## config.mk

```make
export PLATFORM = sky130hd
export DESIGN_NAME = board_top
export DESIGN_NICKNAME = d
export VERILOG_FILES = /design/src/design/board_pkg.sv /design/src/design/board_top.sv /design/src/design/seg_static_latch.sv /design/src/design/lab_top.sv /design/src/design/seg_scanner.sv /design/src/design/i2s_mic_receiver.sv
export SDC_FILE = /design/constraint.sdc
export NUM_CORES = 1
export LEC_CHECK = 0
export BUFFER_PORTS_ARGS = -buffer_cell sky130_fd_sc_hd__buf_2
export CAP_MARGIN = 30
export CORE_MARGIN = 5
export CORE_UTILIZATION = 25
export CTS_CLUSTER_SIZE = 10
export DETAILED_ROUTE_END_ITERATION = 12
export PLACE_DENSITY_LB_ADDON = 0.15
export SYNTH_ARGS = -nofsm -noshare
export SYNTH_HDL_FRONTEND = slang
export SYNTH_SLANG_ARGS = --single-unit
```

## constraint.sdc

```tcl
create_clock -name clk -period 9.71 [get_ports clk]
set_clock_uncertainty 0.15 [all_clocks]
set_input_delay 1.4565 -clock clk [delete_from_list [all_inputs] [get_ports clk]]
set_output_delay 1.4565 -clock clk [all_outputs]
set_load 0.1 [all_outputs]
```

## src/design/board_pkg.sv

```systemverilog
// Board constants, sample/display/I2S structs, receiver state and display mode enums

`default_nettype none

package board_pkg;

    // --------------------
    // Board sizes

    localparam int W_KEY    = 3;
    localparam int W_SW     = 9;
    localparam int W_LED    = 10;
    localparam int W_DIGIT  = 4;
    localparam int W_SAMPLE = 24;

    // --------------------
    // Timing

    localparam int SCK_HALF    = 8;   // sck = clk / 16
    localparam int FRAME_BITS  = 64;  // 32 sck periods per channel
    localparam int SCAN_CYCLES = 32;  // Dwell time of one digit

    // --------------------
    // Buses

    typedef struct packed {
        logic signed [W_SAMPLE-1:0] value;
        logic                       valid;  // One-cycle pulse per frame
    } mic_sample_t;

    typedef struct packed {
        logic [7:0]         abcdefgh;  // Segment a in the MSB, h is the dot
        logic [W_DIGIT-1:0] digit;     // One-hot select
    } seg_bus_t;

    typedef struct packed {
        logic sck;
        logic ws;
        logic lr;  // Low selects the left channel
    } i2s_ctrl_t;

    typedef enum logic [1:0] {
        I2S_WAIT,
        I2S_SHIFT,
        I2S_SKIP
    } i2s_state_e;

    typedef enum logic {
        DISP_SAMPLE,
        DISP_PEAK
    } disp_mode_e;

endpackage

`default_nettype wire
```

## src/design/board_top.sv

```systemverilog
// Board top: button inversion, microphone power pins and block interconnect

`timescale 1ns/100ps
`default_nettype none

module board_top
(
    input  logic                        clk,
    input  logic                        rst,
    input  logic [board_pkg::W_KEY-1:0] button,  // Active low
    input  logic [board_pkg::W_SW-1:0]  sw,
    input  logic                        mic_sd,
    output logic [board_pkg::W_LED-1:0] led,
    output logic [6:0]                  hex0,
    output logic [6:0]                  hex1,
    output logic [6:0]                  hex2,
    output logic [6:0]                  hex3,
    output board_pkg::i2s_ctrl_t        mic_ctrl,
    output logic                        mic_gnd,
    output logic                        mic_vcc
);

    import board_pkg::*;

    logic [W_KEY-1:0] key;
    mic_sample_t      sample;
    seg_bus_t         seg;

    assign key = ~button;

    // Microphone powered from I/O pins
    assign mic_gnd = 1'b0;
    assign mic_vcc = 1'b1;

    // --------------------

    i2s_mic_receiver u_mic
    (
        .clk    (clk),
        .rst    (rst),
        .sd     (mic_sd),
        .ctrl   (mic_ctrl),
        .sample (sample)
    );

    lab_top u_lab
    (
        .clk    (clk),
        .rst    (rst),
        .key    (key),
        .sw     (sw),
        .sample (sample),
        .led    (led),
        .seg    (seg)
    );

    seg_static_latch u_latch
    (
        .clk  (clk),
        .rst  (rst),
        .seg  (seg),
        .hex0 (hex0),
        .hex1 (hex1),
        .hex2 (hex2),
        .hex3 (hex3)
    );

endmodule

`default_nettype wire

```

## src/design/seg_static_latch.sv

```systemverilog
// Sticky flops that turn the scanned segment bus into four static HEX outputs

`timescale 1ns/100ps
`default_nettype none

module seg_static_latch
(
    input  logic                clk,
    input  logic                rst,
    input  board_pkg::seg_bus_t seg,
    output logic [6:0]          hex0,
    output logic [6:0]          hex1,
    output logic [6:0]          hex2,
    output logic [6:0]          hex3
);

    import board_pkg::*;

    logic [6:0] gfedcba;
    logic [6:0] pattern;
    logic [6:0] hex_q [W_DIGIT];

    // Reverse so that segment a lands in bit 0
    always_comb
        for (int i = 0; i < 7; i++)
            gfedcba[i] = seg.abcdefgh[7 - i];

    assign pattern = ~gfedcba;  // Active low with the dot dropped

    // Each digit keeps its pattern until scanned again
    always_ff @(posedge clk or posedge rst)
        if (rst)
        begin
            for (int i = 0; i < W_DIGIT; i++)
                hex_q[i] <= '1;  // Blank
        end
        else
        begin
            for (int i = 0; i < W_DIGIT; i++)
                if (seg.digit[i])
                    hex_q[i] <= pattern;
        end

    assign hex0 = hex_q[0];
    assign hex1 = hex_q[1];
    assign hex2 = hex_q[2];
    assign hex3 = hex_q[3];

endmodule

`default_nettype wire

```

## src/design/lab_top.sv

```systemverilog
// Microphone lab core: current/peak registers, display mode and LED level bar

`timescale 1ns/100ps
`default_nettype none

module lab_top
(
    input  logic                    clk,
    input  logic                    rst,
    input  logic [board_pkg::W_KEY-1:0] key,
    input  logic [board_pkg::W_SW-1:0]  sw,
    input  board_pkg::mic_sample_t  sample,
    output logic [board_pkg::W_LED-1:0] led,
    output board_pkg::seg_bus_t     seg
);

    import board_pkg::*;

    localparam int W_SHOW   = 4 * W_DIGIT;  // Shown value width
    localparam int LED_BASE = 5;            // Lowest magnitude bit on the bar

    logic [W_SAMPLE-1:0] abs_val;
    logic [W_SHOW-1:0]   mag;
    logic [W_SHOW-1:0]   cur_q;
    logic [W_SHOW-1:0]   cur_mag_q;
    logic [W_SHOW-1:0]   peak_q;
    logic [W_SHOW-1:0]   shown;
    disp_mode_e          mode;

    // --------------------
    // Magnitude of the incoming sample

    assign abs_val = sample.value[W_SAMPLE-1] ? ~sample.value + 1'b1 : sample.value;
    assign mag     = abs_val[W_SAMPLE-1] ? {1'b0, {(W_SHOW-1){1'b1}}}  // -2^23 saturates
                                         : abs_val[W_SAMPLE-1 -: W_SHOW];

    always_ff @(posedge clk or posedge rst)
        if (rst)
        begin
            cur_q     <= '0;
            cur_mag_q <= '0;
            peak_q    <= '0;
        end
        else
        begin
            if (sample.valid && !key[0])  // key[0] freezes the display
            begin
                cur_q     <= sample.value[W_SAMPLE-1 -: W_SHOW];
                cur_mag_q <= mag;
            end

            if (key[1])
                peak_q <= '0;
            else if (sample.valid && mag > peak_q)
                peak_q <= mag;
        end

    // Thermometer bar from the leading one of the magnitude
    for (genvar i = 0; i < W_LED; i++)
    begin : g_bar
        assign led[i] = |cur_mag_q[W_SHOW-1:LED_BASE+i];
    end

    assign mode  = sw[0] ? DISP_PEAK : DISP_SAMPLE;
    assign shown = (mode == DISP_PEAK) ? peak_q : cur_q;

    seg_scanner u_scanner
    (
        .clk   (clk),
        .rst   (rst),
        .value (shown),
        .seg   (seg)
    );

endmodule

`default_nettype wire

```

## src/design/seg_scanner.sv

```systemverilog
// Scanned seven-segment driver with rotating digit select and hex encoder

`timescale 1ns/100ps
`default_nettype none

module seg_scanner
(
    input  logic                [15:0] value,
    input  logic                       clk,
    input  logic                       rst,
    output board_pkg::seg_bus_t        seg
);

    import board_pkg::*;

    localparam int SCAN_W = $clog2(SCAN_CYCLES);
    localparam logic [SCAN_W-1:0] SCAN_LAST = SCAN_W'(SCAN_CYCLES - 1);

    logic [SCAN_W-1:0]  scan_cnt;
    logic [W_DIGIT-1:0] digit_q;
    logic [3:0]         nibble;

    // Segments in abcdefg order, a in the MSB
    function automatic logic [6:0] hex_to_seg(input logic [3:0] hex);
        case (hex)
            4'h0:    hex_to_seg = 7'b1111110;
            4'h1:    hex_to_seg = 7'b0110000;
            4'h2:    hex_to_seg = 7'b1101101;
            4'h3:    hex_to_seg = 7'b1111001;
            4'h4:    hex_to_seg = 7'b0110011;
            4'h5:    hex_to_seg = 7'b1011011;
            4'h6:    hex_to_seg = 7'b1011111;
            4'h7:    hex_to_seg = 7'b1110000;
            4'h8:    hex_to_seg = 7'b1111111;
            4'h9:    hex_to_seg = 7'b1111011;
            4'ha:    hex_to_seg = 7'b1110111;
            4'hb:    hex_to_seg = 7'b0011111;
            4'hc:    hex_to_seg = 7'b1001110;
            4'hd:    hex_to_seg = 7'b0111101;
            4'he:    hex_to_seg = 7'b1001111;
            default: hex_to_seg = 7'b1000111;  // F
        endcase
    endfunction

    always_ff @(posedge clk or posedge rst)
        if (rst)
        begin
            scan_cnt <= '0;
            digit_q  <= W_DIGIT'(1);
        end
        else if (scan_cnt == SCAN_LAST)
        begin
            scan_cnt <= '0;
            digit_q  <= {digit_q[W_DIGIT-2:0], digit_q[W_DIGIT-1]};  // 0, 1, 2, 3, 0 ...
        end
        else
        begin
            scan_cnt <= scan_cnt + 1'b1;
        end

    // Nibble of the selected digit
    always_comb
    begin
        nibble = '0;
        for (int i = 0; i < W_DIGIT; i++)
            if (digit_q[i])
                nibble = value[i*4 +: 4];
    end

    assign seg.abcdefgh = {hex_to_seg(nibble), 1'b0};  // Dot off
    assign seg.digit    = digit_q;

endmodule

`default_nettype wire

```

## src/design/i2s_mic_receiver.sv

```systemverilog
// I2S master receiver: sck/ws generation and 24-bit left-channel capture

`timescale 1ns/100ps
`default_nettype none

module i2s_mic_receiver
(
    input  logic                   clk,
    input  logic                   rst,
    input  logic                   sd,
    output board_pkg::i2s_ctrl_t   ctrl,
    output board_pkg::mic_sample_t sample
);

    import board_pkg::*;

    localparam int DIV_W = $clog2(SCK_HALF);
    localparam int BIT_W = $clog2(FRAME_BITS);

    localparam logic [DIV_W-1:0] DIV_LAST   = DIV_W'(SCK_HALF - 1);
    localparam logic [BIT_W-1:0] FRAME_LAST = BIT_W'(FRAME_BITS - 1);
    localparam logic [BIT_W-1:0] HALF_FRAME = BIT_W'(FRAME_BITS / 2);
    localparam logic [BIT_W-1:0] LAST_BIT   = BIT_W'(W_SAMPLE);  // Bit 0 is the I2S delay slot

    logic [DIV_W-1:0]    div_cnt;
    logic [BIT_W-1:0]    bit_cnt;
    logic [BIT_W-1:0]    bit_cnt_next;
    logic                sck_q;
    logic                ws_q;
    logic                tick;
    logic                rise_tick;
    logic                fall_tick;
    i2s_state_e          state;
    logic [W_SAMPLE-2:0] shreg;
    logic [W_SAMPLE-1:0] value_q;
    logic                valid_q;

    assign tick         = (div_cnt == DIV_LAST);
    assign rise_tick    = tick & ~sck_q;  // sck goes high, sd is sampled
    assign fall_tick    = tick &  sck_q;  // sck goes low, ws may change
    assign bit_cnt_next = (bit_cnt == FRAME_LAST) ? '0 : bit_cnt + 1'b1;

    // --------------------
    // Clock generation and FSM

    always_ff @(posedge clk or posedge rst)
        if (rst)
        begin
            div_cnt <= '0;
            bit_cnt <= '0;
            sck_q   <= 1'b0;
            ws_q    <= 1'b0;
            state   <= I2S_WAIT;
            valid_q <= 1'b0;
        end
        else
        begin
            valid_q <= 1'b0;
            div_cnt <= tick ? '0 : div_cnt + 1'b1;

            if (tick)
                sck_q <= ~sck_q;

            if (fall_tick)
            begin
                bit_cnt <= bit_cnt_next;
                ws_q    <= (bit_cnt_next >= HALF_FRAME);  // High for the right half
            end

            case (state)
                I2S_WAIT:
                    if (rise_tick && bit_cnt == '0)
                        state <= I2S_SHIFT;
                I2S_SHIFT:
                    if (rise_tick && bit_cnt == LAST_BIT)
                    begin
                        state   <= I2S_SKIP;
                        valid_q <= 1'b1;
                    end
                I2S_SKIP:
                    if (fall_tick && bit_cnt_next == '0)
                        state <= I2S_WAIT;
                default:
                    state <= I2S_WAIT;
            endcase
        end

    // --------------------
    // Data path, MSB first

    always_ff @(posedge clk)
        if (state == I2S_SHIFT && rise_tick)
        begin
            shreg <= {shreg[W_SAMPLE-3:0], sd};
            if (bit_cnt == LAST_BIT)
                value_q <= {shreg, sd};  // Held until the next frame
        end

    assign ctrl   = '{sck: sck_q, ws: ws_q, lr: 1'b0};
    assign sample = '{value: value_q, valid: valid_q};

endmodule

`default_nettype wire

```

==> metrics.yaml, run 1 <==
status: "finished clean"
r2r_cells: 14
cts_hold_buf: 0
fin_hold_ws_ps: 275.8
grt_usage_pct: 10.19
ys_ff_latch: 139
finalHoldViolCount: 0
p_leak_uw: 0.003252
dp_hpwl_um: 10470
critical_path_class: "flop to flop"
stdcell_count: 949
synth_edf_count: 47
rows: 59
ir_drop_mv: 0.1171
dieHeight_um: 172.0
worst_ep_arrival_time_ps: 5030
finalCritPeriodShare_pct: 49.93
power.density_nw_per_um2: 162.6
path_depth: 14
start_kind: "flop"
ys.flop_type: "dfrtp_1"
cts-buffers-inserted: 17
preCtsSetupSlack_ps: 4906
timing.fmax_ghz: 0.2063
ys_seq_area_share_pct: 57.14
stdcell_area_um2: 7697
wl_per_cell_um: 15.03
cts.clk_slew.worst_paths_ps: 60
antenna_found_initial: 0
drive_above_1_share_pct: 26.87
drtPass1Iterations: 4
syn_area_um2: 6563
finalWorstSetupSlack_ps: 4862
nFillCells: 2653
io_pins: 58
grt_pass1_vias: 4274
cts_tree: "done"
critPathRequiredTime_ps: 9890
slowest_stage: "nor4_1"
placedCellCount: 917
avgSynthCellArea_um2: 11.70
min_period_ps: 4848
hold_path.class: "flop to flop"
rsz0062_at_grt: "no"
clock_sinks: 139
htreeDepth: 4
overflow: 0
clk_latency_ps: 410
synth_cell_types: 65
grt_pass1_wl_um: 23580
maxSlewHeadroom_pct: 38.14
clock_path_buffers: 2
yosysWarnings: 0
slew_violations: 0
num_antenna_cells: 0
cts-resized-gates: 0
cts_root_buf: "clkbuf_16"
cp_max_fo: 8
synth_cells: 561
gp_congestion: 0.7935
setup-tns-final_ps: 0
drv_cap: 0
worstPathCellList: "nor4_1, nand3_1, or3_1, nor2b_1, a21oi_2, inv_1, ha_1, a21oi_1, o22ai_1, or3_1, o31ai_1, buf_4, nand2_1, a21oi_1"
die_w_um: 172.0
die_area_um2: 29590
routed_wl_um: 14270
crit_buf_inv: 2
ant_nets: 0
placed_cell_area_um2: 7121
tightest_slew_ps: 919.4
syn_to_final_growth_pct: 17.29
multi_input_area_um2: 2560
setup_viol: 0
grt_max_degree: 54
drt_iter0_drc: 216
drcViolationCount: 0
core_um2: 25980
async_reset_ff_share_pct: 66.19
post_cts_buffers: 0
holdPathStages: 0
initial_utilization_pct: 25.26
cp-end-kind: "flop"
via_per_inst: 4.447
nNetsFinal: 643
crit_family: "simple AND/OR/NAND/NOR gates"
num_vias: 4220
seq_area_um2: 3750
slowest_delay_ps: 810
portBuffers: 45
## kinds of logic (layout without fill, tap and decap cells)
| logic type | after synthesis | in the layout | synth area share (%) |
|---|---|---|---|
| AO/OA/AOI/OAI | 107 | 107 | 10.70 |
| XOR/XNOR | 16 | 16 | 2.135 |
| adder cells (fa/ha/maj) | 27 | 27 | 5.148 |
| buffers and inverters | 62 | 114 | 4.023 |
| flip-flops | 139 | 139 | 57.14 |
| multiplexers | 57 | 57 | 9.552 |
| other | 2 | 3 | 0.1144 |
| AND/OR/NAND/NOR | 151 | 151 | 11.19 |
## layout make-up
class / count / area share, %
Clock buffer: 22 / 6.323
Clock inverter: 10 / 1.170
Inverter: 32 / 1.577
Multi-Input combinational cell: 361 / 33.26
Sequential cell: 139 / 48.72
Tap cell: 335 / 5.445
Timing Repair Buffer: 50 / 3.511
## state kept, by name (all words and copies together) (netlist names)
register / cells
u_lab.u_scanner.digit_q: 4
u_mic.ws_q: 1
u_lab.peak_q: 15
u_mic.sck_q: 1
u_mic.shreg: 23
u_latch.hex1: 7
u_latch.hex0: 7
u_lab.u_scanner.scan_cnt: 5
u_latch.hex3: 7
u_mic.valid_q: 1
u_lab.cur_q: 16
u_mic.value_q: 24
u_latch.hex2: 7
u_lab.cur_mag_q: 10
u_mic.state: 2
u_mic.div_cnt: 3
u_mic.bit_cnt: 6
## routing by layer
metal | vias to the layer above | GRT usage, % | wire [um]
li1 | 2091 | - | -
met1 | 2063 | 13.48 | 6932
met2 | 52 | 16.01 | 6626
met3 | 14 | 2.675 | 427
met4 | 0 | 3.964 | 282
met5 | - | 0 | 0
## worst reg2reg max path, cell delays in order, from the launching register on
cell,delay (ps)
edfxtp_1,380
nor4_1,810
nand3_1,400
or3_1,470
nor2b_1,150
a21oi_2,200
inv_1,70
ha_1,310
a21oi_1,160
o22ai_1,90
or3_1,400
o31ai_1,710
buf_4,280
nand2_1,60
a21oi_1,140
## metrics by stage
step                power, uW  util (%)
floorplan               629.3         -
global placement        632.7     27.35
detailed placement      632.9     27.40
CTS                      1277     29.62
global route             1302     29.62
finish                   1251     29.62
## cell usage after synthesis (6+ instances only)
cell type	n	area, um^2
o21ai_0	18	90.09
dfstp_2	29	762.0
buf_4	7	52.55
mux2_2	45	506.7
o31ai_1	7	52.55
dfrtp_1	63	1577
clkbuf_1	18	67.56
ha_1	27	337.8
xor2_1	6	52.55
or3_1	8	50.05
nand3_1	12	60.06
inv_1	32	120.1
xnor2_1	10	87.58
edfxtp_1	47	1411
a21oi_1	38	190.2
mux2i_1	12	120.1
nor3_1	11	55.05
nor2_1	40	150.1
nand2_1	42	157.7
a211oi_1	8	60.06
## worst paths after layout
path                                            start                           end  slack, ps
min in group asynchronous                         rst  u_mic.bit_cnt[0]$_DFFE_PP0P_        980
max in group asynchronous                         rst   u_lab.cur_q[14]$_DFFE_PP0P_       7280
max reg2reg                u_mic.value_q[0]$_DFFE_PP_   u_lab.peak_q[9]$_DFFE_PP0P_       4860
min                         u_mic.shreg[22]$_DFFE_PP_   u_mic.value_q[23]$_DFFE_PP_        280
min reg2reg                 u_mic.shreg[22]$_DFFE_PP_   u_mic.value_q[23]$_DFFE_PP_        280
max                        u_mic.value_q[0]$_DFFE_PP_   u_lab.peak_q[9]$_DFFE_PP0P_       4860
## placed cells by master (no fill, tap or decap), types with 4 or more instances in the layout
cell type,count
o31ai_1,7
a211oi_1,8
or3_1,8
nor3_1,10
nand3_1,12
clkbuf_16,19
ha_1,27
edfxtp_1,47
dfstp_2,29
inv_1,31
clkinvlp_4,4
mux2i_1,12
xnor2_1,10
buf_4,4
a21oi_1,38
dfrtp_1,63
nor4_1,4
buf_2,45
clkinv_2,4
o21ai_0,18
nand2_1,42
nor2_1,39
nand4_1,4
and3_1,4
mux2_2,45
xor2_1,6
nand2b_1,4
## where the power goes
part | switching (uW) | internal [uW]
clock | 248 | 382
combinational | 15.4 | 2.10
sequential | 0.000000000000104 | 604
Power figures use the tool's default switching activity.
==> run 2, diff against run 1 <==
Clock period 9.71 ns to 4.27 ns, I/O delays scaled along.
==> metrics.yaml, run 2 (synthesis results as in run 1) <==
final_common_cell: "dfrtp_1"
status: "finished clean"
cts_tree: "done"
cp_max_fo: 6  # -2
routed_wl_um: 14370  # +0.74%
wl_per_cell_um: 14.86  # -1.1%
overflow: 0  # unchanged
num_vias: 4348  # +3.0%
rr_startpoint: "u_mic.value_q[13]$_DFFE_PP_"
largest_registers: "u_mic.value_q x24, u_mic.shreg x23, u_lab.cur_q x16"
antenna_found_initial: 0  # unchanged
finalCritPeriodShare_pct: 93.73  # +44 points
power.density_nw_per_um2: 378.7  # +130%
drive_above_1_share_pct: 30.54  # +3.7 points
timing.fmax_ghz: 0.2499  # +21%
placedCellCount: 935  # +2.0%
rows: 59  # unchanged
dieHeight_um: 172.0  # unchanged
core_um2: 25980  # unchanged
via_per_inst: 4.496  # +1.1%
ant_nets: 0  # unchanged
gp_congestion: 0.8222  # +3.6%
cts_hold_buf: 0  # unchanged
rsz0062_at_grt: "no"
initial_utilization_pct: 25.26  # unchanged
placed_cell_area_um2: 7271  # +2.1%
post_cts_buffers: 0  # unchanged
num_antenna_cells: 0  # unchanged
cts.clk_slew.worst_paths_ps: 60  # about the same
stdcell_area_um2: 7919  # +2.9%
min_period_ps: 4002  # -846.1 ps
drcViolationCount: 0  # unchanged
setup-tns-final_ps: 0  # unchanged
cts-resized-gates: 0  # unchanged
setup_viol: 0  # unchanged
htreeDepth: 4  # unchanged
top_register: "u_mic.value_q"
drtPass1Iterations: 4  # unchanged
clk_latency_ps: 420  # about the same
largest_reg_flops: 24  # unchanged
clock_path_buffers: 2  # unchanged
rrSetupSlack_ps: 270  # -4590 ps
syn_to_final_growth_pct: 20.67
critical_path_class: "flop to flop"
grt_usage_pct: 10.29  # +0.10 points
grt_pass1_wl_um: 23810  # +0.99%
p_leak_uw: 0.003368  # +3.6%
dp_hpwl_um: 10670  # +1.8%
start_kind: "flop"
r2r_cells: 14  # unchanged
nNetsFinal: 661  # +2.8%
ir_drop_mv: 0.2460  # +110%
grt_pass1_vias: 4411  # +3.2%
clock_sinks: 139  # unchanged
grt_max_degree: 56  # +3.7%
final_cell_mix: "dfrtp_1 (63), edfxtp_1 (47), mux2_2 (45), buf_2 (45), nand2_1 (42)"
die_area_um2: 29590  # unchanged
drv_cap: 0  # unchanged
stdcell_count: 967  # +1.9%
io_pins: 58  # unchanged
tightest_slew_ps: 832.1  # -87.34 ps
drt_iter0_drc: 203  # -6.0%
portBuffers: 45  # unchanged
hold_path.class: "primary input to asynchronous set/reset pin"
maxSlewHeadroom_pct: 44.53  # +6.4 points
cts_root_buf: "clkbuf_16"
cts-buffers-inserted: 17  # unchanged
die_w_um: 172.0  # unchanged
worst_ep_arrival_time_ps: 4170  # -860 ps
finalHoldViolCount: 0  # unchanged
power.total_uw: 2999  # +140%
critPathRequiredTime_ps: 4440  # -5450 ps
slew_violations: 0  # unchanged
cp-end-kind: "flop"
r2r_end: "u_lab.peak_q[3]$_DFFE_PP0P_"
==> run 2: changes by cell type in the layout (fill, tap and decap cells not counted), moves of 2 or more <==
cell	before	now
buf_4	4	22
inv_6	1	5
bufinv_16	1	4
clkbuf_1	3	0
clkinv_2	4	1
or2_1	3	0
clkbuf_16	19	17
clkinv_4	0	2
clkinvlp_4	4	2
or2_4	0	2
or3_1	8	6
or3_4	1	3
==> run 2: worst max path at each step <==
stage                                               start                          end  slack [ps]  depth (start not counted)
after floorplan           u_lab.cur_mag_q[12]$_DFFE_PP0P_                       led[0]         150                          6
after global placement        u_mic.value_q[13]$_DFFE_PP_  u_lab.peak_q[3]$_DFFE_PP0P_         210                         14
after detailed placement      u_mic.value_q[13]$_DFFE_PP_  u_lab.peak_q[3]$_DFFE_PP0P_         200                         14
after CTS                     u_mic.value_q[13]$_DFFE_PP_  u_lab.peak_q[3]$_DFFE_PP0P_         170                         14
after global routing          u_mic.value_q[13]$_DFFE_PP_  u_lab.peak_q[3]$_DFFE_PP0P_           7                         14
final                         u_mic.value_q[13]$_DFFE_PP_  u_lab.peak_q[3]$_DFFE_PP0P_         270                         14
==> run 2: cell type report <==
class	instances	area, um^2
Clock buffer	17	425.4
Clock inverter	15	211.5
Fill cell	2657	18070
Inverter	32	121.4
Multi-Input combinational cell	361	2586
Sequential cell	139	3750
Tap cell	335	419.2
Timing Repair Buffer	68	405.4
==> run 2: critical path: stages (launching register included) <==
cell and delay (ps):
edfxtp_1 420, or4_4 560, or3_1 350, or3_1 400, nor2b_1 160, a21oi_2 140
inv_1 60, ha_1 300, a21oi_1 150, o22ai_1 80, or3_1 400, o31ai_2 270
buf_4 190, nor2_1 50, a211oi_1 220
==> run 2: per-layer routing <==
layer	part of all wire [%]	GRT usage, %
met2	47	16.23
met4	1.6	3.691
met3	4.0	2.401
met1	47	13.90
met5	0	0
==> run 2: power by group <==
group	switching (uW)	internal, uW	leakage (uW)	total (uW)
Combinational	35.5	5.42	0.00149	40.9
Clock	595	990	0.000305	1590
Sequential	0.000000000000228	1370	0.00158	1370
==> run 2: per-stage QoR <==
stage	setup slack [ps]	hold WS, ps	util [%]
finish	267.8	198.0	30.47
global route	7.462	231.4	30.47
CTS	170.9	185.1	30.43
detailed placement	197.7	271.7	27.98
global placement	212.5	254.5	27.92
floorplan	152.1	250.3	-
==> run 3, diff against run 2 <==
Settings changed: PLACE_DENSITY set to 0.42, PLACE_DENSITY_LB_ADDON 0.15 to unset, SETUP_SLACK_MARGIN set to 0.05.
==> metrics.yaml, run 3 (synthesis results as in run 1) <==
status: "finished clean"
nFillCells: 2657  # unchanged
ir_drop_mv: 0.2706  # +10%
holdPathStages: 0
die_area_um2: 29590  # unchanged
p_leak_uw: 0.003356  # -0.34%
timing.fmax_ghz: 0.2471  # -1.1%
largest_reg_flops: 24  # unchanged
grt.busiest_layer: "met2"
clk_latency_ps: 410  # about the same
fin_hold_ws_ps: 274.6  # +76.65 ps
grt_max_degree: 56  # unchanged
grt_usage_pct: 9.950  # -0.34 points
min_from: "u_mic.shreg[22]$_DFFE_PP_"
r2r_cells: 15  # +1
critical_path_class: "flop to flop"
critPathLaunch: "u_mic.value_q[13]$_DFFE_PP_"
drv_cap: 0  # unchanged
seq_area_um2: 3750  # unchanged
critPathRequiredTime_ps: 4420  # -20 ps
largest_registers: "u_mic.value_q x24, u_mic.shreg x23, u_lab.cur_q x16"
multi_input_area_um2: 2592  # +0.24%
finalWorstSetupSlack_ps: 222.9  # -44.85 ps
cp-end-kind: "flop"
cts-buffers-inserted: 17  # unchanged
hold_path.class: "flop to flop"
core_um2: 25980  # unchanged
rrSetupSlack_ps: 220  # -40 ps
initial_utilization_pct: 25.26  # unchanged
ant_nets: 0  # unchanged
die_w_um: 172.0  # unchanged
drtPass1Iterations: 4  # unchanged
tightest_slew_ps: 806.0  # -26.02 ps
slowest_stage: "or4_4"
grtUsageMet2_pct: 15.53  # -0.70 points
min_period_ps: 4047  # +44.85 ps
wl_per_cell_um: 14.51  # -2.4%
gp_congestion: 0.7915  # -3.7%
top_register: "u_mic.value_q"
dieHeight_um: 172.0  # unchanged
cts_tree: "done"
cp_max_fo: 5  # -1
drt_iter0_drc: 185  # -8.9%
finalCritPeriodShare_pct: 94.78  # +1.1 points
drcViolationCount: 0  # unchanged
worstPathCellList: "or4_4, or3_1, or3_1, nor2b_1, a21oi_2, inv_1, ha_1, a21oi_1, o22ai_1, or3_4, o31ai_2, buf_4, buf_4, nand2_1, o211a_1"
maxSlewHeadroom_pct: 46.26  # +1.7 points
routed_wl_um: 14090  # -2.0%
setup-tns-final_ps: 0  # unchanged
finalHoldViolCount: 0  # unchanged
dp_hpwl_um: 10520  # -1.4%
met3_usage_pct: 2.492  # +0.091 points
clock_sinks: 139  # unchanged
cts.clk_slew.worst_paths_ps: 60  # about the same
nNetsFinal: 665  # +0.61%
syn_to_final_growth_pct: 20.50
rows: 59  # unchanged
via_per_inst: 4.484  # -0.27%
start_kind: "flop"
worst_ep_arrival_time_ps: 4200  # +30 ps
num_vias: 4354  # +0.14%
preCtsSetupSlack_ps: 175.1  # -22.58 ps
clock_path_buffers: 2  # unchanged
overflow: 0  # unchanged
htreeDepth: 4  # unchanged
drive_above_1_share_pct: 31.13  # +0.59 points
rsz0062_at_grt: "no"
grt_pass1_vias: 4421  # +0.23%
slew_violations: 0  # unchanged
final_common_cell: "dfrtp_1"
final_cell_mix: "dfrtp_1 (63), edfxtp_1 (47), mux2_2 (45), buf_2 (45), nand2_1 (42)"
r2r_end: "u_lab.peak_q[6]$_DFFE_PP0P_"
grt_pass1_wl_um: 23180  # -2.7%
rr_startpoint: "u_mic.value_q[13]$_DFFE_PP_"
num_antenna_cells: 0  # unchanged
portBuffers: 45  # unchanged
cts_root_buf: "clkbuf_16"
setup_viol: 0  # unchanged
slowest_delay_ps: 560  # about the same
power.density_nw_per_um2: 356.6  # -5.8%
antenna_found_initial: 0  # unchanged
io_pins: 58  # unchanged
met1_usage_pct: 13.00  # -0.90 points
hold-path-endpoint: "u_mic.value_q[23]$_DFFE_PP_"
==> run 3: layout make-up <==
| type | instances | share of cell area [%] |
|---|---|---|
| inverter | 32 | 1.535 |
| clock inverter | 15 | 1.788 |
| multi-input combinational | 361 | 32.78 |
| clock buffer | 17 | 5.380 |
| tap | 335 | 5.301 |
| sequential | 139 | 47.42 |
| timing repair buffer | 72 | 5.791 |
==> run 3: critical path, delay by kind of cell, from the launching register on <==
kind | cells | cell delay (ps)
and+or+nand+nor | 6 | 1900
buffers and inverters | 3 | 360
adders and majority gates | 1 | 300
AOI/OAI and AO/OA | 5 | 820
DFF | 1 | 420
==> run 3: layer usage <==
layer  vias up  share of wire (%)
met4         0                3.1
met3        27                3.8
li1       2140                  -
met5         -                  0
met1      2113                 46
met2        74                 47
==> run 3: metrics by stage <==
step | std cells | instance area (um^2) | power [uW] | utilization, %
4_1_cts | 964 | 7815 | 2866 | 30.08
3_5_place_dp | 932 | 7248 | 1440 | 27.89
2_1_floorplan | 562 | 6581 | 1431 | -
3_3_place_gp | 931 | 7233 | 1439 | 27.84
5_1_grt | 971 | 7908 | 2935 | 30.43
6_report | 971 | 7908 | 2820 | 30.43
==> run 3: worst max path at each step <==
stage / end / slack [ps] / depth (start not counted)
floorplan: led[0] / 150 / 6
global placement: u_lab.peak_q[3]$_DFFE_PP0P_ / 190 / 14
detailed placement: u_lab.peak_q[3]$_DFFE_PP0P_ / 180 / 14
CTS: u_lab.peak_q[3]$_DFFE_PP0P_ / 150 / 14
global route: u_lab.peak_q[1]$_DFFE_PP0P_ / 40 / 14
finish: u_lab.peak_q[6]$_DFFE_PP0P_ / 220 / 15
==> run 3: where the power goes <==
part               switching, uW  internal [uW]
logic                       35.4           8.64
clock network                593            810
registers      0.000000000000249           1370
total                        628           2190
==> run 3: what timing repair did <==
action                                  CTS  global route
endpoints found under the hold margin     0             5
resized for setup                         0             5
setup buffers                             0             5
endpoints found under the setup margin    0            14
hold buffers                              0             1
